===== src/rtl/core_pkg.sv =====
`default_nettype none

package core_pkg;

    localparam int PREG_COUNT = 64;
    localparam int ROB_DEPTH  = 32;

    typedef logic [31:0]                   word_t;
    typedef logic [63:0]                   order_t;
    typedef logic [4:0]                    arch_reg_t;
    typedef logic [$clog2(PREG_COUNT)-1:0] phys_reg_t;
    typedef logic [$clog2(ROB_DEPTH)-1:0]  rob_idx_t;

    typedef enum logic [3:0] {
        ALU_ADD,
        ALU_SUB,
        ALU_SLL,
        ALU_SLT,
        ALU_SLTU,
        ALU_XOR,
        ALU_SRL,
        ALU_SRA,
        ALU_OR,
        ALU_AND,
        ALU_PASS_B      // lui
    } alu_op_e;

    localparam logic [6:0] OPC_OP     = 7'b0110011;
    localparam logic [6:0] OPC_OP_IMM = 7'b0010011;
    localparam logic [6:0] OPC_LUI    = 7'b0110111;

endpackage : core_pkg

`default_nettype wire


===== src/rtl/inst_queue.sv =====
`timescale 1ns/1ps
`default_nettype none

module inst_queue
import core_pkg::*;
#(
    parameter int IQ_DEPTH = 16
) (
    input  logic  clk,
    input  logic  rst,
    input  logic  push_i,
    input  word_t inst_i,
    input  word_t pc_i,
    input  logic  pop_i,
    output word_t inst_o,
    output word_t pc_o,
    output logic  full_o,
    output logic  empty_o
);

    localparam int PTR_W = (IQ_DEPTH > 1) ? $clog2(IQ_DEPTH) : 1;
    localparam int CNT_W = $clog2(IQ_DEPTH + 1);

    word_t            inst_mem [IQ_DEPTH];
    word_t            pc_mem   [IQ_DEPTH];
    logic [PTR_W-1:0] rd_ptr_q;
    logic [PTR_W-1:0] wr_ptr_q;
    logic [CNT_W-1:0] count_q;
    logic             do_push;
    logic             do_pop;

    function automatic logic [PTR_W-1:0] next_ptr(input logic [PTR_W-1:0] ptr);
        return (ptr == PTR_W'(IQ_DEPTH - 1)) ? '0 : ptr + 1'b1;
    endfunction

    assign full_o  = (count_q == CNT_W'(IQ_DEPTH));
    assign empty_o = (count_q == '0);
    assign do_push = push_i && !full_o;
    assign do_pop  = pop_i && !empty_o;
    assign inst_o  = inst_mem[rd_ptr_q];    // head visible without a pop
    assign pc_o    = pc_mem[rd_ptr_q];

    always_ff @(posedge clk) begin
        if (do_push) begin
            inst_mem[wr_ptr_q] <= inst_i;
            pc_mem[wr_ptr_q]   <= pc_i;
        end
    end

    always_ff @(posedge clk) begin
        if (rst) begin
            rd_ptr_q <= '0;
            wr_ptr_q <= '0;
            count_q  <= '0;
        end else begin
            if (do_push) begin
                wr_ptr_q <= next_ptr(wr_ptr_q);
            end
            if (do_pop) begin
                rd_ptr_q <= next_ptr(rd_ptr_q);
            end
            case ({do_push, do_pop})
                2'b10:   count_q <= count_q + 1'b1;
                2'b01:   count_q <= count_q - 1'b1;
                default: count_q <= count_q;
            endcase
        end
    end

endmodule : inst_queue

`default_nettype wire


===== config.mk =====
export PLATFORM = sky130hd
export DESIGN_NAME = inst_queue
export DESIGN_NICKNAME = d
export VERILOG_FILES = /design/src/rtl/core_pkg.sv /design/src/rtl/inst_queue.sv
export SDC_FILE = /design/constraint.sdc
export NUM_CORES = 1
export LEC_CHECK = 0
export BUFFER_PORTS_ARGS = -buffer_cell sky130_fd_sc_hd__buf_4
export CAP_MARGIN = 10
export CORE_MARGIN = 3
export CORE_UTILIZATION = 55
export DETAILED_ROUTE_END_ITERATION = 16
export PLACE_DENSITY = 0.72
export SLEW_MARGIN = 20
export SYNTH_ARGS = -nofsm -noshare
export SYNTH_HDL_FRONTEND = slang
export SYNTH_SLANG_ARGS = --single-unit

===== constraint.sdc =====
create_clock -name clk -period 20.1 [get_ports clk]
set_input_delay 4.02 -clock clk [delete_from_list [all_inputs] [get_ports clk]]
set_output_delay 4.02 -clock clk [all_outputs]
set_load 0.005 [all_outputs]

-- Word level (Yosys, flattened, before mapping)
Memories as Yosys holds them, arrays and structs flattened. A register that Yosys moved wholly into a read port is not among the register bits.
Cells that the tools add are included.
- register bits after elaboration: 13
- bits in writable memories: 1024
- bits of input ports: 68
- output and inout port bits: 66
- memories: 2
- memories (memory ; depth ; bits a word ; read ports ; clocked after Yosys merged registers in ; wr ports ; RTL line ; text):
    inst_mem ; 16 ; 32 ; 1 ; 1 ; 1 ; inst_queue.sv:24 ; word_t inst_mem [IQ_DEPTH];
    pc_mem ; 16 ; 32 ; 1 ; 1 ; 1 ; inst_queue.sv:25 ; word_t pc_mem [IQ_DEPTH];
- add/subtract/negate cells: 4
- equality and inequality tests: 5
- multiplexer cells: 9
- reductions and logical operators: 6
- operator list (kind ; number):
    4-bit 2-to-1 mux ; 6
    5-bit one-hot mux with 2 select lines ; 1
    4-bit by 1-bit adder with 4-bit output (second input constant) ; 2
    4-bit equality test (second input constant) ; 2
    5-bit by 1-bit adder with 5-bit output (second input constant) ; 1
    5-bit equality test (second input constant) ; 1
    5-bit logical NOT ; 1
    5-bit by 1-bit subtractor with 5-bit output (second input constant) ; 1
    2-bit by 1-bit equality test with 1-bit output (second input constant) ; 1
    2-bit equality test (second input constant) ; 1
    1-bit logical AND ; 2
    1-bit logical NOT ; 2
    1-bit 2-to-1 mux ; 2
    2-bit nonzero test ; 1

-- Longest topological paths before layout
Gate-level depths: netlist of the first run.
- word-level depth: 5
- gate-level depth with buffers: 14
- depth with buffers taken out: 10

-- Worst setup path before layout of the first run
Ideal clock, no wire load.
- path type: input port to flip-flop
- start point: in push_i
- end point: mem inst_mem[0][0] in the netlist's numbering, enable pin
- data arrival time: 10.970 ns
- setup slack: 8.464 ns
- stages: 4
- cells stage by stage: o21a_4 inv_2 buf_6 nor4b_1
- longest elaborated chain between the ends: 3
- ends and longest elaborated chain (what ; RTL line ; text):
    from (decl) ; inst_queue.sv:11 ; input logic push_i,
    1-bit logical AND ; inst_queue.sv:38 ; assign do_push = push_i && !full_o;
    1-bit 2-to-1 mux ; inst_queue.sv:44 ; if (do_push) begin
    1-bit 2-to-1 mux (implied by the code) ; inst_queue.sv:45 ; inst_mem[wr_ptr_q] <= inst_i;
    to (decl) ; inst_queue.sv:24 ;
Every way passes these cells.

==> results, run 1 <==
- The flow ran to the end, and the final reports show no timing, DRC or antenna violations.
- The first detailed-routing pass took 5 iterations.
- The TritonCTS clock tree is built.
- STA classifies the critical path startpoint as a flop.
- Sorting the synthesized cells by area gives the leading types as edfxtp_1, mux4_2, mux4_1.
- Static timing analysis puts the maximum clock frequency at 0.111 GHz.
- The area growth from synthesis to layout is 13.4%.
- When the netlist entered floorplanning its net count stood at 1613.
- In this run the post-CTS setup repair buffer count came out at 0.
- The final period utilization is 0.450.
- The proportion of synthesized area in mux cells is 0.185.
- Clock-pin slew was measured on the worst setup and hold paths at 60 ps.
- The count of distinct cell types in the synthesized netlist is 40.
- The commonest cells after synthesis are edfxtp_1, mux4_2, buf_1, clkbuf_1, dfxtp_1.
- The clock root buffer is clkbuf_16.
- The element type at the critical path end is an output port.
- The final sum of negative setup slack is 0 ps.
- Buffers inserted during clock tree synthesis total 101.
- After technology mapping, the gate count stands at 1537.
- After layout, the minimum clock period comes to 9040 ps.
- In this run the power density over the cells is 115 nW/um^2.
- The synthesized netlist occupies a cell area of 39500 um^2.
- The simple-gate share of the synthesized area is 0.00726.
- The number of core rows is 97.
- The global-route wire length before repair is 122000 um.
- Measured along the x axis, the die boundary spans 274 um.
- For the worst setup path, the data required time is 16080 ps.
- Max-cap violations in this run came to 0.
- The worst min-delay path category is flop to flop.
- The detail-routed net length per standard cell is 29.5 um.
- The XOR/XNOR share of the synthesized area is 0.00111.
- Setup repair after global routing left no endpoint under its margin.
- The share of the Yosys chip area taken by registers is 0.788.
- In the final layout, the share of cells above drive strength 1 is 0.354.
- For the worst-skew pair, the clock arrives at the later sink with an insertion delay of 670 ps.
- The worst endpoint data arrival time is 5020 ps.
- The net count of the finished layout is 1802.
- The transition time at the pin with the least slew margin is 1030 ps.
- The adder-cell area share of the yosys netlist is 0.00254.
- The multi-input logic area is 7960 um^2.
- The worst path meets setup with 11060 ps of slack.
- During I/O placement, the number of pins put on the boundary was 134.
- The max-slew violation count is 0.
- The share of synthesized area in the top cell type comes to 0.779.
- Hold timing on the final database bottoms out at a slack of 515 ps.
- The worst slack at placement is 11010 ps.
- After synthesis, the largest family of logic cells by area is multiplexers.
- Input and output buffers added on the ports amount to 133.
- The die height is 274 um.
- After the first detailed-routing iteration, the DRC count stood at 1971.
- The final hold violation count is 0.
- The critical path contains buffers and inverters numbering 4 combined.
- The synthesized design contains 1024 enable-type register cells.
- The deepest clock path buffer count is 3.
- The number of hold buffers added after CTS was 0.
- Summing all flip-flop and latch instances after layout gives 31100 um^2.
- Entering global routing, the biggest net connects 81 pins.
- The critical-path cell with the highest stage delay is dfxtp_4.
- Once the clock tree was built, the resizer swapped 0 gates to a different size.
- The post-detailed-route via-to-cell ratio is 6.23.
- Setup violations remaining at the end of the flow were counted as 0.
- After global routing the overflow that remains totals 0.
- The synthesized area per cell is 25.7 um^2.
- Synthesis inferred 1041 register bits.
- The number of nets still failing antenna checks after routing is 0.
- The initial antenna violation count came to 7.
- On the final layout, the worst clock skew is 22.3 ps.
- The top cell family by delay on the critical path is buffers and inverters.
- The number of global-route vias before repair is 18.3k.
- After legalization and detailed placement, the total HPWL measured 39700 um.
- The die covers 75000 um^2.
- The number of warnings issued by yosys is 0.
- The number of remaining DRC errors is 0.
- The synthesized-area fraction occupied by ao, oa, aoi and oai cells is 0.00380.
- The clock drives 1041 sinks.
- Summed over all cells, the static leakage comes to 13.8 nW.
- The maximum fanout along the worst path is 57.
- The normalized max-slew margin is 0.317.
- The highest cell delay on the worst timing path is 840 ps.
- The total vias in the final route is 17.2k.
- The total global-route track usage is 0.224.
- The share of flip-flops with an asynchronous set or reset after synthesis is 0.
- The number of fill cells in the layout is 4507.
- The most frequent cell after synthesis is edfxtp_1.
- The peak ir drop on the vdd network is 0.0682 mV.
- The initial core utilization is 0.560.
- The aggregate routed wire length is 81300 um.
- The leading register cell type out of synthesis is edfxtp_1.
- The library cell with the largest summed area after synthesis is edfxtp_1.
- The critical path class is flop to output port.
- Routability-driven placement finished with a final weighted congestion of 0.720.
- Traced cell by cell, the critical path runs through buf_6, buf_4, buf_6, mux4_1, mux4_2, buf_4.
- In this run the standard cell core region covers 70500 um^2.
- The H-tree generated during clock tree synthesis spans 3 levels.
-- stage by stage --
stage                      util  std cells  power (mW)  area (um^2)
after floorplan               -       1537        3.17        39500
after global placement    0.589       2563        3.39        41500
after detailed placement  0.589       2563        3.41        41500
after CTS                 0.634       2752        5.21        44700
after global routing      0.634       2754        5.35        44700
final                     0.635       2760        5.15        44700
-- cell families (layout without fill, tap and decap cells) --
kind of cell / Yosys count / count (layout)
other cells: 0 / 8
simple gates: 51 / 51
mux: 324 / 324
flops: 1041 / 1041
buf+inv: 84 / 359
xor+xnor: 5 / 5
fa+ha+maj: 8 / 8
compound gates: 24 / 24
-- layout by cell type (no fill, tap or decap), types with 4 or more instances in the layout --
master,n
buf_6,4
buf_4,161
ha_1,8
clkbuf_8,4
clkinvlp_4,8
clkinv_8,5
clkbuf_1,13
clkbuf_16,103
dfxtp_1,13
mux4_1,16
clkinv_1,28
dfxtp_4,4
nand2_1,8
mux4_2,304
diode_2,8
inv_1,4
edfxtp_1,1024
nor2_1,12
bufinv_16,5
xor2_1,5
a21oi_1,8
nor4b_2,4
clkinv_2,20
and2_4,4
o21ai_0,6
nand3_1,4
-- sequential cells by signal, summed over array words and instances, names as in the netlist, named ones only --
register / count
rd_ptr_q: 4
pc_mem: 512
wr_ptr_q: 4
count_q: 5
inst_mem: 512
-- where the power goes --
part / total (mW) / internal (mW) / switching [mW]
registers: 2.48 / 2.44 / 0.0451
logic: 0.861 / 0.487 / 0.374
clock network: 1.81 / 1.02 / 0.790
total: 5.15 / 3.94 / 1.21
-- worst register-to-register path: cells and delay by family, from the launching register on --
family / cells / cell delay (ps)
buffers and inverters: 2 / 840
flip-flops: 1 / 460
AND/OR/NAND/NOR: 3 / 1540
AO/OA/AOI/OAI: 1 / 220
-- worst paths after layout --
check / start / endpoint / slack (ps) / cells after the start
setup reg to reg: count_q[2] / pc_mem[10][4] / 16620 / 6
setup / recovery: flop / inst_o[28] / 11060 / 6
hold reg to reg: wr_ptr_q[1] / wr_ptr_q[1] / 510 / 2
hold / removal: wr_ptr_q[1] / wr_ptr_q[1] / 510 / 2
-- metal layers --
layer	up-vias	wire, um	part of all wire	track usage
li1	7122	-	-	-
met1	9321	33100	0.41	0.322
met2	626	40800	0.50	0.362
met3	133	5540	0.068	0.0450
met4	0	1760	0.022	0.0563
met5	-	0	0	0
-- final cells by class --
class | count | area share
Timing Repair Buffer | 165 | 0.0280
Tap cell | 940 | 0.0263
Inverter | 5 | 0.000419
Clock inverter | 69 | 0.0119
Multi-Input combinational cell | 412 | 0.178
Sequential cell | 1041 | 0.695
Clock buffer | 120 | 0.0599
Antenna cell | 8 | 0.000447
Note: power is estimated with default switching activity, not from simulation.
==> run 2: changes to the inputs <==
==> constraint.sdc (replaced) <==
create_clock -name clk -period 9.1 [get_ports clk]
set_input_delay 1.82 -clock clk [delete_from_list [all_inputs] [get_ports clk]]
set_output_delay 1.82 -clock clk [all_outputs]
set_load 0.005 [all_outputs]
==> run 2 against run 1 <==
Against the previous run: clock skew shrank 4.6 ps; clock power increased by 130%; first-iteration DRC count is 4.1% higher; critical path depth is 2 lower; routed wire length grew 3.1%; power up 120%; core utilization rose by 0.055 points; final area is essentially flat; largest cell class unchanged.
==> results, run 2 (synthesis results as in run 1) <==
- The flow ran to the end, and the final reports show no timing, DRC or antenna violations.
- The share of total power dissipated in the clock network is 0.355.
- For this design, the slowest cell found on the critical path is buf_4.
- Measured against its own limit, the worst slew margin works out to 0.260.
- Of the total power, the share spent switching nets is 0.229.
- The required time reported for the critical path endpoint is 7280 ps.
- The number of core rows is 97.
- The peak ir drop on the vdd network is 0.176 mV.
- The cell repeated most along the worst path is buf_4.
- The number of iterations in the first detailed-routing pass is 5.
- Derived from the worst setup path, the maximum achievable clock frequency is 0.185 GHz.
- The number of global-route vias before repair is 18.3k.
- Of all nets on the critical path, the largest fanout is 49.
- The top cell types in the final layout, fill and taps aside, are edfxtp_1, mux4_2, buf_4, clkbuf_16, clkinv_1.
- The kind of launch point of the worst setup path is a flop.
- The count of buffers added on input and output ports is 133.
- The die extent in x is 274 um.
- The largest registers in the layout are inst_mem x512, pc_mem x512, count_q x5.
- After clock tree synthesis, the setup repair step added 0 buffers.
- The total grt overflow is 0.
- The fraction of final layout cells sized beyond drive strength 1 is 0.348.
- The die height is 274 um.
- The highest cell delay on the worst timing path is 850 ps.
- The TritonCTS clock tree is built.
- The growth of design area from synthesis to finish is 13.5%.
- Cell internal power was estimated by the tool at 8.85 mW.
- The library cell used most frequently in the layout, excluding fill and tap cells, is edfxtp_1.
- Including well taps, the total number of placed cells is 2559.
- The overall die area is 75000 um^2.
- The initial antenna violation count is 12.
- In the final routed layout, each cell accounts on average for 30.5 um.
- The net switching power is 2.63 mW.
- The clock slew at the register clock pins of the worst setup and hold paths is 60 ps.
- The total global-route track usage is 0.231.
- Summed over all cells, the static leakage comes to 13.8 nW.
- Clock skew on the completed layout was measured at 17.7 ps.
- The latest clock arrival within the worst-skew pair is 650 ps.
- The worst slack at placement is 4290 ps.
- The number of hold buffers added after CTS is 0.
- Setup repair after global routing left no endpoint under its margin.
- The path class of the tightest hold or removal check is flop to flop.
- The number of levels in the clock H-tree is 3.
- The total vias in the final route is 17.4k.
- After the flow finishes, the layout carries non-filler instances totaling 2752.
- In this run, post-CTS repair resized a total of 0 instances.
- The transition time at the pin with the least slew margin is 1110 ps.
- The root buffer cell chosen for the clock tree is clkbuf_16.
- In this run the remaining antenna-violating nets after routing total 0.
- The maximum number of pins on one net before global-route repair is 167.
- For this block, the initial DRC count from the detailed router was 2052.
- The share of total power dissipated in combinational logic is 0.169.
- At the end of the flow the core is filled with cells to 0.635.
- Pin placement for this block handled 134 I/O pins.
- After detailed routing, the number of vias per cell comes to 6.34.
- The global placement routability congestion is 0.714.
- Dividing the final minimum period by the clock period gives 0.594.
- The total power divided by cell area is 256 nW/um^2.
- Walking the worst path, the cells encountered are buf_4, mux4_1, mux4_2, buf_4.
- The number of remaining DRC errors is 0.
- The share of total power dissipated in sequential elements is 0.475.
- The multi-input combinational cells in the finished layout cover a total of 7980 um^2.
- The number of fill cells in the layout is 4447.
- The worst reg2reg path startpoint is count_q[1].
- The sequential cells in the finished layout cover a total of 31100 um^2.
- The aggregate routed wire length is 83800 um.
- The final-stage net count is 1799.
- Hold timing on the final database bottoms out at a slack of 524 ps.
- TritonCTS created 102 clock buffers.
- Subtracting the final worst setup slack from the clock period gives 5400 ps.
- The clock sink count is 1041.
- The startpoint of the worst hold path is rd_ptr_q[3].
- The wire-length estimate of the detail-placed layout is 39300 um.
- For the final routed database, the setup TNS stands at 0 ps.
- The worst endpoint data arrival time is 3580 ps.
- The count of maximum capacitance violations is 0.
- The clock passes through at most 3 buffers.
- The buffering stage count on the worst path with inverters included is 2.
- The worst setup path is of the flop to output port kind.
- The max-slew violation count is 0.
- The element type at the critical path end is an output port.
- The smallest setup slack after layout is 3700 ps.
- The first global-routing pass estimated 124000 um of wire.
- The top cell family by delay on the critical path is multiplexers.
- The core area is 70500 um^2.
- The final hold violation count is 0.
- For this configuration, the core starts out at a cell density of 0.560.
- The final number of setup-violating endpoints is 0.
==> run 2: cell count changes in the layout (fill, tap and decap cells not counted), moves of 2 or more <==
cell and change:
buf_6 -4, buf_12 +3, clkinv_8 -5, clkbuf_8 -4
nor4b_4 +2, clkinv_2 -2, clkinvlp_4 -2, bufinv_16 +5
clkinv_1 -2, nor4b_2 -2, buf_4 -3, clkbuf_16 +2
clkbuf_1 +7
==> run 2: power by group through the flow <==
| stage | clock network, mW | logic [mW] | registers (mW) |
|---|---|---|---|
| floorplan | 0 | 1.47 | 5.52 |
| global placement | 0 | 1.95 | 5.55 |
| detailed placement | 0 | 1.98 | 5.56 |
| CTS | 4.14 | 1.99 | 5.46 |
| global route | 4.35 | 2.10 | 5.47 |
| finish | 4.08 | 1.94 | 5.46 |
==> run 2: layout make-up <==
cell class	count	area share
Antenna cell	7	0.000391
Clock buffer	125	0.0603
Clock inverter	61	0.0121
Inverter	5	0.000419
Multi-Input combinational cell	412	0.178
Sequential cell	1041	0.695
Tap cell	940	0.0263
Timing Repair Buffer	161	0.0278
==> run 2: final timing paths <==
path                                 endpoint  slack [ps]  cells after the start
worst min-delay path                     flop         520                      2
worst max register to register  pc_mem[11][7]        5700                      6
worst min register to register           flop         520                      2
worst max-delay path               inst_o[26]        3700                      4
==> run 2: worst min-delay path, stage by stage (launching register included) <==
cell,delay (ps)
dfxtp_1,320
o21ai_0,80
a21oi_1,80
==> run 2: metal layers <==
layer | share of wire | GRT usage | wire, um | vias up
met5 | 0.00092 | 0 | 77 | -
met1 | 0.40 | 0.331 | 33100 | 9425
li1 | - | - | - | 7112
met2 | 0.50 | 0.359 | 41500 | 764
met4 | 0.021 | 0.0706 | 1750 | 10
met3 | 0.088 | 0.0572 | 7360 | 137
==> run 2: per-stage QoR <==
step                instance area [um^2]  total power, mW
finish                             44800             11.5
global route                       44800             11.9
CTS                                44800             11.6
detailed placement                 41500             7.54
global placement                   41500             7.50
floorplan                          39500             6.99
