### src/rtl/core_pkg.sv
`default_nettype none

package core_pkg;

    localparam int PREG_COUNT = 64;
    localparam int ROB_DEPTH  = 32;

    typedef logic [31:0]                   word_t;
    typedef logic [63:0]                   order_t;
    typedef logic [4:0]                    arch_reg_t;
    typedef logic [$clog2(PREG_COUNT)-1:0] phys_reg_t;
    typedef logic [$clog2(ROB_DEPTH)-1:0]  rob_idx_t;

    typedef enum logic [3:0] {
        ALU_ADD,
        ALU_SUB,
        ALU_SLL,
        ALU_SLT,
        ALU_SLTU,
        ALU_XOR,
        ALU_SRL,
        ALU_SRA,
        ALU_OR,
        ALU_AND,
        ALU_PASS_B      // lui
    } alu_op_e;

    localparam logic [6:0] OPC_OP     = 7'b0110011;
    localparam logic [6:0] OPC_OP_IMM = 7'b0010011;
    localparam logic [6:0] OPC_LUI    = 7'b0110111;

endpackage : core_pkg

`default_nettype wire

### src/rtl/alu_execute.sv
`timescale 1ns/1ps
`default_nettype none

module alu_execute
import core_pkg::*;
(
    input  logic      clk,
    input  logic      rst,
    input  logic      disp_valid_i,
    input  alu_op_e   disp_op_i,
    input  phys_reg_t disp_ps1_i,
    input  phys_reg_t disp_ps2_i,
    input  phys_reg_t disp_pd_i,
    input  logic      disp_we_i,
    input  logic      disp_use_imm_i,
    input  word_t     disp_imm_i,
    input  rob_idx_t  disp_rob_i,
    output phys_reg_t ra_o,
    output phys_reg_t rb_o,
    input  word_t     ra_data_i,
    input  word_t     rb_data_i,
    output logic      res_valid_o,
    output phys_reg_t res_pd_o,
    output rob_idx_t  res_rob_o,
    output logic      res_we_o,
    output word_t     res_value_o
);

    logic      valid_q;
    alu_op_e   op_q;
    phys_reg_t ps1_q;
    phys_reg_t ps2_q;
    phys_reg_t pd_q;
    logic      we_q;
    logic      use_imm_q;
    word_t     imm_q;
    rob_idx_t  rob_q;
    word_t     op_b;

    always_ff @(posedge clk) begin
        if (rst) begin
            valid_q <= 1'b0;
        end else begin
            valid_q <= disp_valid_i;
        end
    end

    always_ff @(posedge clk) begin
        if (disp_valid_i) begin
            op_q      <= disp_op_i;
            ps1_q     <= disp_ps1_i;
            ps2_q     <= disp_ps2_i;
            pd_q      <= disp_pd_i;
            we_q      <= disp_we_i;
            use_imm_q <= disp_use_imm_i;
            imm_q     <= disp_imm_i;
            rob_q     <= disp_rob_i;
        end
    end

    assign ra_o = ps1_q;    // operands read in the cycle after dispatch
    assign rb_o = ps2_q;
    assign op_b = use_imm_q ? imm_q : rb_data_i;

    always_comb begin
        case (op_q)
            ALU_SUB:    res_value_o = ra_data_i - op_b;
            ALU_SLL:    res_value_o = ra_data_i << op_b[4:0];
            ALU_SLT:    res_value_o = {31'b0, $signed(ra_data_i) < $signed(op_b)};
            ALU_SLTU:   res_value_o = {31'b0, ra_data_i < op_b};
            ALU_XOR:    res_value_o = ra_data_i ^ op_b;
            ALU_SRL:    res_value_o = ra_data_i >> op_b[4:0];
            ALU_SRA:    res_value_o = $signed(ra_data_i) >>> op_b[4:0];
            ALU_OR:     res_value_o = ra_data_i | op_b;
            ALU_AND:    res_value_o = ra_data_i & op_b;
            ALU_PASS_B: res_value_o = op_b;
            default:    res_value_o = ra_data_i + op_b;
        endcase
    end

    assign res_valid_o = valid_q;
    assign res_pd_o    = pd_q;
    assign res_rob_o   = rob_q;
    assign res_we_o    = valid_q && we_q;   // qualified write strobe

endmodule : alu_execute

`default_nettype wire

### config.mk
export PLATFORM = sky130hd
export DESIGN_NAME = alu_execute
export DESIGN_NICKNAME = d
export VERILOG_FILES = /design/src/rtl/core_pkg.sv /design/src/rtl/alu_execute.sv
export SDC_FILE = /design/constraint.sdc
export NUM_CORES = 1
export LEC_CHECK = 0
export ABC_AREA = 1
export ABC_CLOCK_PERIOD_IN_PS = 2700
export BUFFER_PORTS_ARGS = -buffer_cell sky130_fd_sc_hd__buf_2
export CAP_MARGIN = 20
export CELL_PAD_IN_SITES_DETAIL_PLACEMENT = 1
export CELL_PAD_IN_SITES_GLOBAL_PLACEMENT = 1
export CORE_ASPECT_RATIO = 1.25
export CORE_MARGIN = 3
export CORE_UTILIZATION = 35
export DETAILED_ROUTE_END_ITERATION = 6
export GPL_ROUTABILITY_DRIVEN = 0
export PLACE_DENSITY = 0.82
export SLEW_MARGIN = 5
export SYNTH_ARGS = -nofsm -noshare
export SYNTH_HDL_FRONTEND = slang
export SYNTH_SLANG_ARGS = --single-unit
### constraint.sdc
create_clock -name clk -period 2.7 [get_ports clk]
set_clock_uncertainty 0.1 [all_clocks]
set_input_delay 0.27 -clock clk [delete_from_list [all_inputs] [get_ports clk]]
set_output_delay 0.27 -clock clk [all_outputs]
set_load 0.005 [all_outputs]
==> impl_metrics.tcl, run 1 <==
set metrics [dict create \
    synth-edff-count 61 \
    cts_buffers 9 \
    lastStage "5_1_grt" \
    synth_cell_types 48 \
    die_w_um 172.5 \
    num_rows 75 \
    grt_max_degree 63 \
    syn_inst 2103 \
    cts.path.max_buffers 2 \
    synth.top_cells.by_count "nand2_1, nand3_1, inv_1, nor2_1, a21oi_1" \
    post-dp-hpwl_mm 68.69 \
    initial_core_util_pct 35.79 \
    dpl_cell_area_sq_um 17450 \
    synth_fp_nets 2330 \
    status "stopped before the end" \
    syn-cell-area_sq_um 12120 \
    htree_num_levels 3 \
    pin_count 185 \
    avgSynthCellArea_sq_um 5.765 \
    synth.most_common_cell "nand2_1" \
    grt_use_total_pct 81.58 \
    synth_top_area_share_pct 17.38 \
    firstError "[ERROR GRT-0232] Routing congestion too high. Check the congestion heatmap in the GUI." \
    numClockSinks 62 \
    port_buffers 184 \
    synth_ff_type "edfxtp_1" \
    die_h_um 214.1 \
    synth_top_area_cell "nand3_1" \
    ys_seq_area_share_pct 15.28 \
    ys_warn_count 0 \
    ys_ff_latch 62 \
    synthTopCellsByArea "nand3_1, nand2_1, edfxtp_1, ha_1, inv_1" \
    async_flop_share_pct 0 \
    gr-total-overflow 278 \
    clockRootBuffer "clkbuf_16" \
]
## metal layers
metal	GRT overflow	track usage [%]
met5	1	48.10
met4	96	78.09
met1	9	80.79
met2	164	94.15
met3	8	72.12
## stage by stage
| stage | cells | util [%] | worst slack (ps) |
|---|---|---|---|
| after global placement | 3172 | 51.50 | -691.0 |
| after CTS | 3226 | 57.56 | -1059 |
| after floorplan | 2103 | - | -63.53 |
| after detailed placement | 3172 | 51.50 | -1131 |
## cells by family after synthesis
kind of cell	Yosys count	share of synthesized area [%]
buf+inv	334	11.78
xor+xnor	5	0.3612
fa+ha+maj	99	10.34
compound gates	350	16.71
flops	62	15.28
simple gates	1253	45.54
## timing repair
item / 4_1_cts
hold buffers: 5
buffers inserted: 28
endpoints found under the hold margin: 5
gates cloned: 5
setup endpoints to repair: 32
pin swaps: 52
resized for setup: 354
==> run 2: changes to the inputs <==
==> config.mk (replaced) <==
export PLATFORM = sky130hd
export DESIGN_NAME = alu_execute
export DESIGN_NICKNAME = d
export VERILOG_FILES = /design/src/rtl/core_pkg.sv /design/src/rtl/alu_execute.sv
export SDC_FILE = /design/constraint.sdc
export NUM_CORES = 1
export LEC_CHECK = 0
export ABC_AREA = 1
export ABC_CLOCK_PERIOD_IN_PS = 3500
export BUFFER_PORTS_ARGS = -buffer_cell sky130_fd_sc_hd__buf_2
export CAP_MARGIN = 20
export CORE_MARGIN = 3
export CORE_UTILIZATION = 20
export DETAILED_ROUTE_END_ITERATION = 6
export GPL_ROUTABILITY_DRIVEN = 0
export PLACE_DENSITY_LB_ADDON = 0.15
export SLEW_MARGIN = 5
export SYNTH_ARGS = -nofsm -noshare
export SYNTH_HDL_FRONTEND = slang
export SYNTH_SLANG_ARGS = --single-unit
==> constraint.sdc (replaced) <==
create_clock -name clk -period 3.5 [get_ports clk]
set_clock_uncertainty 0.1 [all_clocks]
set_input_delay 0.35 -clock clk [delete_from_list [all_inputs] [get_ports clk]]
set_output_delay 0.35 -clock clk [all_outputs]
set_load 0.005 [all_outputs]
==> impl_metrics.tcl, run 2 <==
set metrics [dict create \
    status "finished, violations left" \
    violations "DRC, setup timing" \
    synthSimpleGateAreaFrac_pct 45.54 \
    dpl_cell_area_sq_um 16220 \
    place_inst 3316 \
    relSlewSlack_pct 33.55 \
    largest_register_ffs 32 \
    rsz0062_at_grt "yes" \
    synth_top_area_share_pct 17.38 \
    async_flop_share_pct 0 \
    peakVddDrop_uv 497.0 \
    nets 2842 \
    yosys.area_share.xor_xnor_pct 0.3612 \
    top_register "imm_q" \
    startpoint_type "flop" \
    synth_ff_type "edfxtp_1" \
    fillers 6637 \
    grt_pass1_wl_mm 107.2 \
    worstHoldPathType "primary input to flop" \
    fmax_mhz 264.9 \
    worst-setup-path-type "flop to output pin" \
    first_pass_iters 7 \
    grt_pass1_vias 16210 \
    hold_viol_final 0 \
    hold_ws_ps 75.97 \
    coreArea_sq_um 59460 \
    powerDensity_nw_per_um2 341.4 \
    clockRootBuffer "clkbuf_16" \
    grt_use_total_pct 22.57 \
    wl_per_cell_um 22.87 \
    syn-cell-area_sq_um 12120 \
    top_layer "met5" \
    drt-total-wl_mm 77.59 \
    drive_gt1_share_pct 41.76 \
    synth_fp_nets 2330 \
    synth_top_family_by_area "simple AND/OR/NAND/NOR gates" \
    met1Wirelength_mm 33.48 \
    layout_common_cells "nand2_1, nand3_1, buf_4" \
    n_antenna_cell 0 \
    die_w_um 252.2 \
    setup_viol 24 \
    ys_seq_area_share_pct 15.28 \
    timing.final.crit_share_pct 107.9 \
    gr-total-overflow 0 \
    final.setup.tns_ps -3159 \
    instances_no_fill 3393 \
    synthTopCellsByArea "nand3_1, nand2_1, edfxtp_1, ha_1, inv_1" \
    final_common_cell "nand2_1" \
    num_rows 89 \
    grt_max_degree 72 \
    wl_met2_mm 34.16 \
    cp.arrival_ps 3320 \
    p_leak_nw 9.266 \
    area_delta_synth_final_pct 63.47 \
    synth_compound_gate_area_share_pct 16.71 \
    cts_buffers 9 \
    synth.most_common_cell "nand2_1" \
    synthAdderAreaFrac_pct 10.34 \
    crit_fanout 6 \
    post-dp-hpwl_mm 61.64 \
    routed-via-count 17390 \
    die_area_sq_um 63600 \
    worstMarginPinSlew_ps 990.7 \
    antenna_found_initial 5 \
    finalMaxSlewViolations 0 \
    final_cell_area_sq_um 19820 \
    synth_top_area_cell "nand3_1" \
    cts_tree "done" \
    fin_ws_ps -274.9 \
    syn_inst 2103 \
    vias_per_cell 5.124 \
    cts.path.max_buffers 2 \
    port_buffers 184 \
    ys_warn_count 0 \
    min_period_ps 3775 \
    route.met3.wl_mm 6.927 \
    ys_ff_latch 62 \
    synth_cell_types 48 \
    synth.top_cells.by_count "nand2_1, nand3_1, inv_1, nor2_1, a21oi_1" \
    drtIter0Drc 2011 \
    crit_path_end_kind "output pin" \
    synth-edff-count 61 \
    numClockSinks 62 \
    die_h_um 252.2 \
    fin_util_pct 33.33 \
    initial_core_util_pct 20.39 \
    htree_num_levels 3 \
    path_clk_slew_ps 50 \
    pin_count 185 \
    cp.required_ps 3050 \
    remaining_drc_errors 3 \
    drv_cap 0 \
    ant_nets 0 \
    avgSynthCellArea_sq_um 5.765 \
    muxShareOfSynthArea_pct 0 \
]
-- run 2: cell counts after synthesis --
Identical to the previous run, type by type.
-- run 2: logic make-up (layout without fill, tap and decap cells) --
logic type / after synthesis / count (layout)
flip-flops: 62 / 62
AO/OA/AOI/OAI: 350 / 350
buffers and inverters: 334 / 851
adder cells (fa/ha/maj): 99 / 99
AND/OR/NAND/NOR: 1253 / 1253
XOR/XNOR: 5 / 5
-- run 2: routing by layer --
metal  vias up  track usage, %
li1       8106               -
met5         -               0
met1      8174           31.25
met2       974           35.56
met4         6           7.614
met3       125           3.746
-- run 2: worst max-delay path, stage by stage (launching register included) --
cell	delay [ps]
edfxtp_1	440
buf_6	190
buf_12	150
nand2_2	80
o21ai_4	60
buf_12	140
ha_4	300
buf_4	120
nand2_1	100
o21ai_4	210
nand2_1	90
nand2_2	120
nand2_2	70
nand2_4	100
nand2_2	60
nand2_1	70
nand2_1	50
nand3_1	60
nand4_1	320
buf_2	250
-- run 2: layout make-up --
cell class              instances  area, sq um  share of cell area, %
multi-input cells            1707        11070                  55.88
repair buffers                598         4693                  23.68
flip-flops and latches         62         1852                  9.344
well taps                     773        967.2                  4.880
inverters                     237        917.1                  4.628
clock buffers                   9        225.2                  1.136
clock inverters                 7        88.84                 0.4483
-- run 2: path summary, 6_finish.rpt --
| check | slack, ps | depth (start not counted) | to | from |
|---|---|---|---|---|
| worst max-delay path | -270 | 19 | res_value_o[26] | use_imm_q$_DFFE_PP_ |
| worst min-delay path | 80 | 2 | res_valid_o$_SDFF_PP0_ | rst |
-- run 2: stage by stage --
stage / power [mW] / worst slack, ps
final: 6.766 / -274.9
after global routing: 7.155 / -410.3
after CTS: 6.101 / -209.9
after detailed placement: 4.696 / -553.7
after global placement: 4.705 / -577.2
after floorplan: 2.790 / 420.8
-- run 2: where the power goes --
| group | total, mW | internal [mW] | switching [mW] |
|---|---|---|---|
| combinational | 4.92 | 2.01 | 2.91 |
| clock | 0.937 | 0.617 | 0.320 |
| sequential | 0.904 | 0.882 | 0.0222 |
| total | 6.77 | 3.51 | 3.25 |
-- run 2: what timing repair did --
| item | in CTS | in global routing |
|---|---|---|
| buffers inserted | 21 | 31 |
| setup endpoints to repair | 32 | 32 |
| pin swaps | 68 | 101 |
| hold buffers | 0 | 0 |
| gates resized for setup | 317 | 361 |
| gates cloned | 1 | 12 |
(Power assumes the default switching activity.)
==> run 3: changes to the inputs <==
--- a/config.mk
+++ b/config.mk
@@ -9,7 +9,7 @@
 export ABC_CLOCK_PERIOD_IN_PS = 3500
 export BUFFER_PORTS_ARGS = -buffer_cell sky130_fd_sc_hd__buf_2
 export CAP_MARGIN = 20
-export CORE_MARGIN = 3
+export CORE_MARGIN = 1.5
 export CORE_UTILIZATION = 20
 export DETAILED_ROUTE_END_ITERATION = 6
 export GPL_ROUTABILITY_DRIVEN = 0
==> constraint.sdc (replaced) <==
create_clock -name clk -period 3.5 [get_ports clk]
set_clock_uncertainty 0.1 [all_clocks]
set_input_delay 0.525 -clock clk [delete_from_list [all_inputs] [get_ports clk]]
set_output_delay 0.525 -clock clk [all_outputs]
set_load 0.005 [all_outputs]
==> impl_metrics.tcl, run 3 (synthesis results as in run 2) <==
set metrics [dict create \
    status "finished, violations left" \
    violations "DRC, setup timing" \
    final_cell_area_sq_um 21440 \
    hold_viol_final 0 \
    vias_per_cell 5.065 \
    intPower_mw 3.710 \
    total_power_mw 7.138 \
    drv_cap 0 \
    grt_pass1_vias 17230 \
    crit_path_end_kind "output pin" \
    die_h_um 249.2 \
    grt_max_degree 57 \
    drtIter0Drc 1796 \
    grt_use_total_pct 23.85 \
    ctsHoldBuffers 0 \
    port_buffers 184 \
    timing.final.crit_share_pct 112.5 \
    switching_power_mw 3.428 \
    relSlewSlack_pct 56.11 \
    drt-total-wl_mm 78.60 \
    fin_ws_ps -438.8 \
    nets 2955 \
    coreArea_sq_um 60130 \
    cts_buffers 9 \
    crit_path_top_delay_cell "edfxtp_1" \
    cp.required_ps 2870 \
    pwr-share-comb_pct 75.0 \
    numClockSinks 62 \
    htree_num_levels 3 \
    ant_nets 0 \
    p_leak_nw 10.04 \
    path_cells "buf_6 > clkinvlp_4 > buf_12 > or2_4 > o21ai_4 > ha_4 > buf_4 > nand2_4 > inv_4 > a21oi_4 > nand2_4 > buf_4 > nand3_1 > nand3_2 > o21ai_2 > nand3_2 > buf_6 > buf_2" \
    dp_slack_ps -726.8 \
    instances_no_fill 3515 \
    grt_pass1_wl_mm 111.2 \
    peakVddDrop_uv 534.5 \
    clockRootBuffer "clkbuf_16" \
    die_area_sq_um 62100 \
    cts_tree "done" \
    num_rows 90 \
    area_delta_synth_final_pct 76.89 \
    hold_ws_ps 239.1 \
    dpl_cell_area_sq_um 16820 \
    cp.arrival_ps 3310 \
    wl_per_cell_um 22.36 \
    final.setup.tns_ps -8713 \
    die_w_um 249.2 \
    layout_common_cells "buf_4, nand2_1, nand3_1" \
    worstHoldPathType "primary input to flop" \
    powerDensity_nw_per_um2 332.9 \
    routed-via-count 17800 \
    setup_viol 30 \
    rsz0062_at_grt "yes" \
    pin_count 185 \
    worst-setup-path-type "flop to output pin" \
    sequentialPowerShare_pct 12.6 \
    antenna_found_initial 1 \
    cts.path.max_buffers 2 \
    fin_util_pct 35.66 \
    largest_register_ffs 32 \
    p_sw_share_pct 48.03 \
    remaining_drc_errors 7 \
    place_inst 3402 \
    top_register "imm_q" \
    min_period_ps 3939 \
    fmax_mhz 253.9 \
    startpoint_type "flop" \
    fillers 6593 \
    clkPwrFrac_pct 12.4 \
    post-dp-hpwl_mm 62.08 \
    gr-total-overflow 0 \
    n_antenna_cell 0 \
    finalMaxSlewViolations 0 \
    crit_fanout 4 \
    initial_core_util_pct 20.16 \
    first_pass_iters 7 \
    slowest_delay_ps 330 \
    worstMarginPinSlew_ps 657.6 \
    drive_gt1_share_pct 47.60 \
    path_clk_slew_ps 50 \
    final_common_cell "buf_4" \
]
[run 3: routing by layer]
metal	vias to the layer above	global-route usage, %	routed length [um]
li1	8334	-	-
met1	8502	32.90	34820
met2	842	37.30	34160
met3	125	3.093	6016
met4	0	9.739	3609
met5	-	0	0
[run 3: worst paths after layout]
check           startpoint                     end  slack (ps)  cells past startpoint
min                    rst  res_valid_o$_SDFF_PP0_         240                      2
max    use_imm_q$_DFFE_PP_         res_value_o[23]        -440                     18
[run 3: worst max-delay path: cells and delay by family (launching register included)]
| family | cells | cell delay (ps) |
|---|---|---|
| AOI/OAI and AO/OA | 3 | 510 |
| adders and majority gates | 1 | 290 |
| and+or+nand+nor | 6 | 800 |
| buffers and inverters | 8 | 1040 |
| DFF | 1 | 330 |
[run 3: power by group through the flow]
stage / sequential [mW] / clock (mW) / combinational, mW
floorplan: 0.912 / 0 / 1.88
global placement: 0.915 / 0 / 3.92
detailed placement: 0.915 / 0 / 3.92
CTS: 0.901 / 0.916 / 4.87
global route: 0.907 / 0.928 / 5.68
finish: 0.900 / 0.882 / 5.36
[run 3: cell type report]
type                       instances  area, sq um  share of cell area, %
multi-input combinational       1707        11740                  54.76
timing repair buffer             710         5625                  26.23
sequential                        62         1852                  8.635
tap                              782        978.4                  4.563
inverter                         237        938.4                  4.376
clock buffer                       9        225.2                  1.050
clock inverter                     7        73.82                 0.3442
timing repair inverter             1        7.507                0.03501
[run 3: timing repair]
item,CTS,global route
gates cloned,4,6
setup endpoints to repair,32,32
pin swaps,132,130
buffers inserted,80,25
gates resized for setup,632,264
==> run 4: changes to the inputs <==
--- a/config.mk
+++ b/config.mk
@@ -9,6 +9,7 @@
 export ABC_CLOCK_PERIOD_IN_PS = 3500
 export BUFFER_PORTS_ARGS = -buffer_cell sky130_fd_sc_hd__buf_2
 export CAP_MARGIN = 20
+export CORE_ASPECT_RATIO = 0.9
 export CORE_MARGIN = 1.5
 export CORE_UTILIZATION = 20
 export DETAILED_ROUTE_END_ITERATION = 6
==> impl_metrics.tcl, run 4 (synthesis results as in run 2) <==
set metrics [dict create \
    cp.arrival_ps 3330 \
    grt_use_total_pct 23.91 \
    post-dp-hpwl_mm 62.72 \
    fmax_mhz 253.1 \
    first_pass_iters 5 \
    status "finished, violations left" \
    wl_per_cell_um 22.09 \
    dpl_cell_area_sq_um 17050 \
    register_area_sq_um 1852 \
    fin_ws_ps -451.5 \
    initial_core_util_pct 20.25 \
    fillers 6591 \
    violations "setup timing" \
    final_common_cell "buf_4" \
    worstHoldPathType "primary input to flop" \
    startpoint_type "flop" \
    n_antenna_cell 0 \
    htree_num_levels 3 \
    drive_gt1_share_pct 46.50 \
    cts_tree "done" \
    whs_path_depth 2 \
    final_cell_area_sq_um 21200 \
    ant_nets 0 \
    die_area_sq_um 62100 \
    slowest_delay_ps 360 \
    relSlewSlack_pct 34.25 \
    timing.final.crit_share_pct 112.9 \
    hold_viol_final 0 \
    finalMaxSlewViolations 0 \
    rsz0062_at_grt "yes" \
    whs_endpoint "res_valid_o$_SDFF_PP0_" \
    total_power_mw 7.054 \
    final.setup.tns_ps -9943 \
    pin_count 185 \
    largest_register_ffs 32 \
    cp.required_ps 2870 \
    coreArea_sq_um 59880 \
    crit_path_end_kind "output pin" \
    path_common_cell "nand2_2" \
    vias_per_cell 5.034 \
    cts.path.max_buffers 2 \
    crit_path_top_delay_cell "fa_2" \
    fin_util_pct 35.40 \
    nets 2962 \
    grt_pass1_wl_mm 110.5 \
    worstMarginPinSlew_ps 986.3 \
    drtIter0Drc 1851 \
    antenna_found_initial 3 \
    die_w_um 262.5 \
    min_period_ps 3952 \
    powerDensity_nw_per_um2 332.7 \
    drt-total-wl_mm 77.81 \
    setup_viol 32 \
    die_h_um 236.6 \
    path_clk_slew_ps 50 \
    top_register "imm_q" \
    multiInputGateArea_sq_um 11640 \
    area_delta_synth_final_pct 74.87 \
    layout_common_cells "buf_4, nand2_1, nand3_1" \
    worst-setup-path-type "flop to output pin" \
    gr-total-overflow 0 \
    grt_max_degree 51 \
    p_leak_nw 10.00 \
    numClockSinks 62 \
    num_rows 85 \
    path_cells "buf_6 > clkinvlp_4 > buf_8 > buf_6 > nand2_8 > nand2_8 > ha_4 > fa_2 > inv_2 > nand2_2 > nand2_2 > nand4_1 > nand2_2 > inv_2 > o21bai_1 > nand2_1 > nand3_2 > nand2_2 > nor2_2 > nand3b_1 > buf_2" \
    drv_cap 0 \
    crit_fanout 5 \
    cts_buffers 9 \
    remaining_drc_errors 0 \
    peakVddDrop_uv 395.1 \
    routed-via-count 17740 \
    hold_path.startpoint "rst" \
    clockRootBuffer "clkbuf_16" \
    grt_pass1_vias 16860 \
    port_buffers 184 \
]
[run 4: cell count changes in the layout (fill, tap and decap cells not counted), moves of 13 or more]
cell     before  now
buf_6        76   63
nand2_2      99   82
nor2_2       24   40
nand2_1     417  438
nor2_4       44   26
buf_4       419  449
[run 4: routing by layer]
layer  part of all wire (%)  track usage (%)  vias to the layer above
li1                       -                -                     8348
met2                     41            34.76                      921
met1                     45            33.69                     8335
met4                    4.6            9.443                        2
met5                  0.014                0                        -
met3                     10            5.657                      130
[run 4: cell type report]
type,count,share of cell area (%)
Sequential cell,62,8.735
Clock inverter,6,0.3600
Inverter,237,4.391
Timing Repair inverter,2,0.07083
Timing Repair Buffer,716,25.83
Clock buffer,10,1.080
Tap cell,783,4.621
Multi-Input combinational cell,1707,54.91
[run 4: worst max-delay path, delay by kind of cell (launching register included)]
kind                     cells  cell delay [ps]
flip-flops                   1              330
AND/OR/NAND/NOR             11             1090
adder cells (fa/ha/maj)      2              530
buffers and inverters        7              880
AO/OA/AOI/OAI                1              160
[run 4: where the power goes]
group | total, mW | internal (mW) | switching (mW)
clock network | 0.928 | 0.614 | 0.314
logic | 5.22 | 2.20 | 3.02
registers | 0.901 | 0.882 | 0.0189
total | 7.05 | 3.70 | 3.35
[run 4: worst max path at each step]
stage               slack [ps]                 from               to
floorplan                  240         rb_data_i[3]  res_value_o[19]
global placement          -850  use_imm_q$_DFFE_PP_  res_value_o[12]
detailed placement        -850  use_imm_q$_DFFE_PP_  res_value_o[12]
CTS                       -430  use_imm_q$_DFFE_PP_  res_value_o[12]
global route              -620  use_imm_q$_DFFE_PP_  res_value_o[12]
finish                    -450  use_imm_q$_DFFE_PP_  res_value_o[12]
[run 4: through the flow]
stage                     hold slack (ps)  cells  setup WS (ps)
after global routing                241.2   3523         -615.2
after CTS                           227.4   3493         -431.7
after detailed placement            586.6   3437         -849.6
after floorplan                     496.2   2103          243.7
final                               244.8   3523         -451.5
after global placement              581.1   3437         -848.8
[run 4: what timing repair did]
item / 4_1_cts / 5_1_grt
resized for setup: 555 / 278
pin swaps: 153 / 143
buffers inserted: 41 / 36
cloned: 7 / 1
setup endpoints to repair: 32 / 32
hold buffers: 0 / 0
hold endpoints to repair: 0 / 0
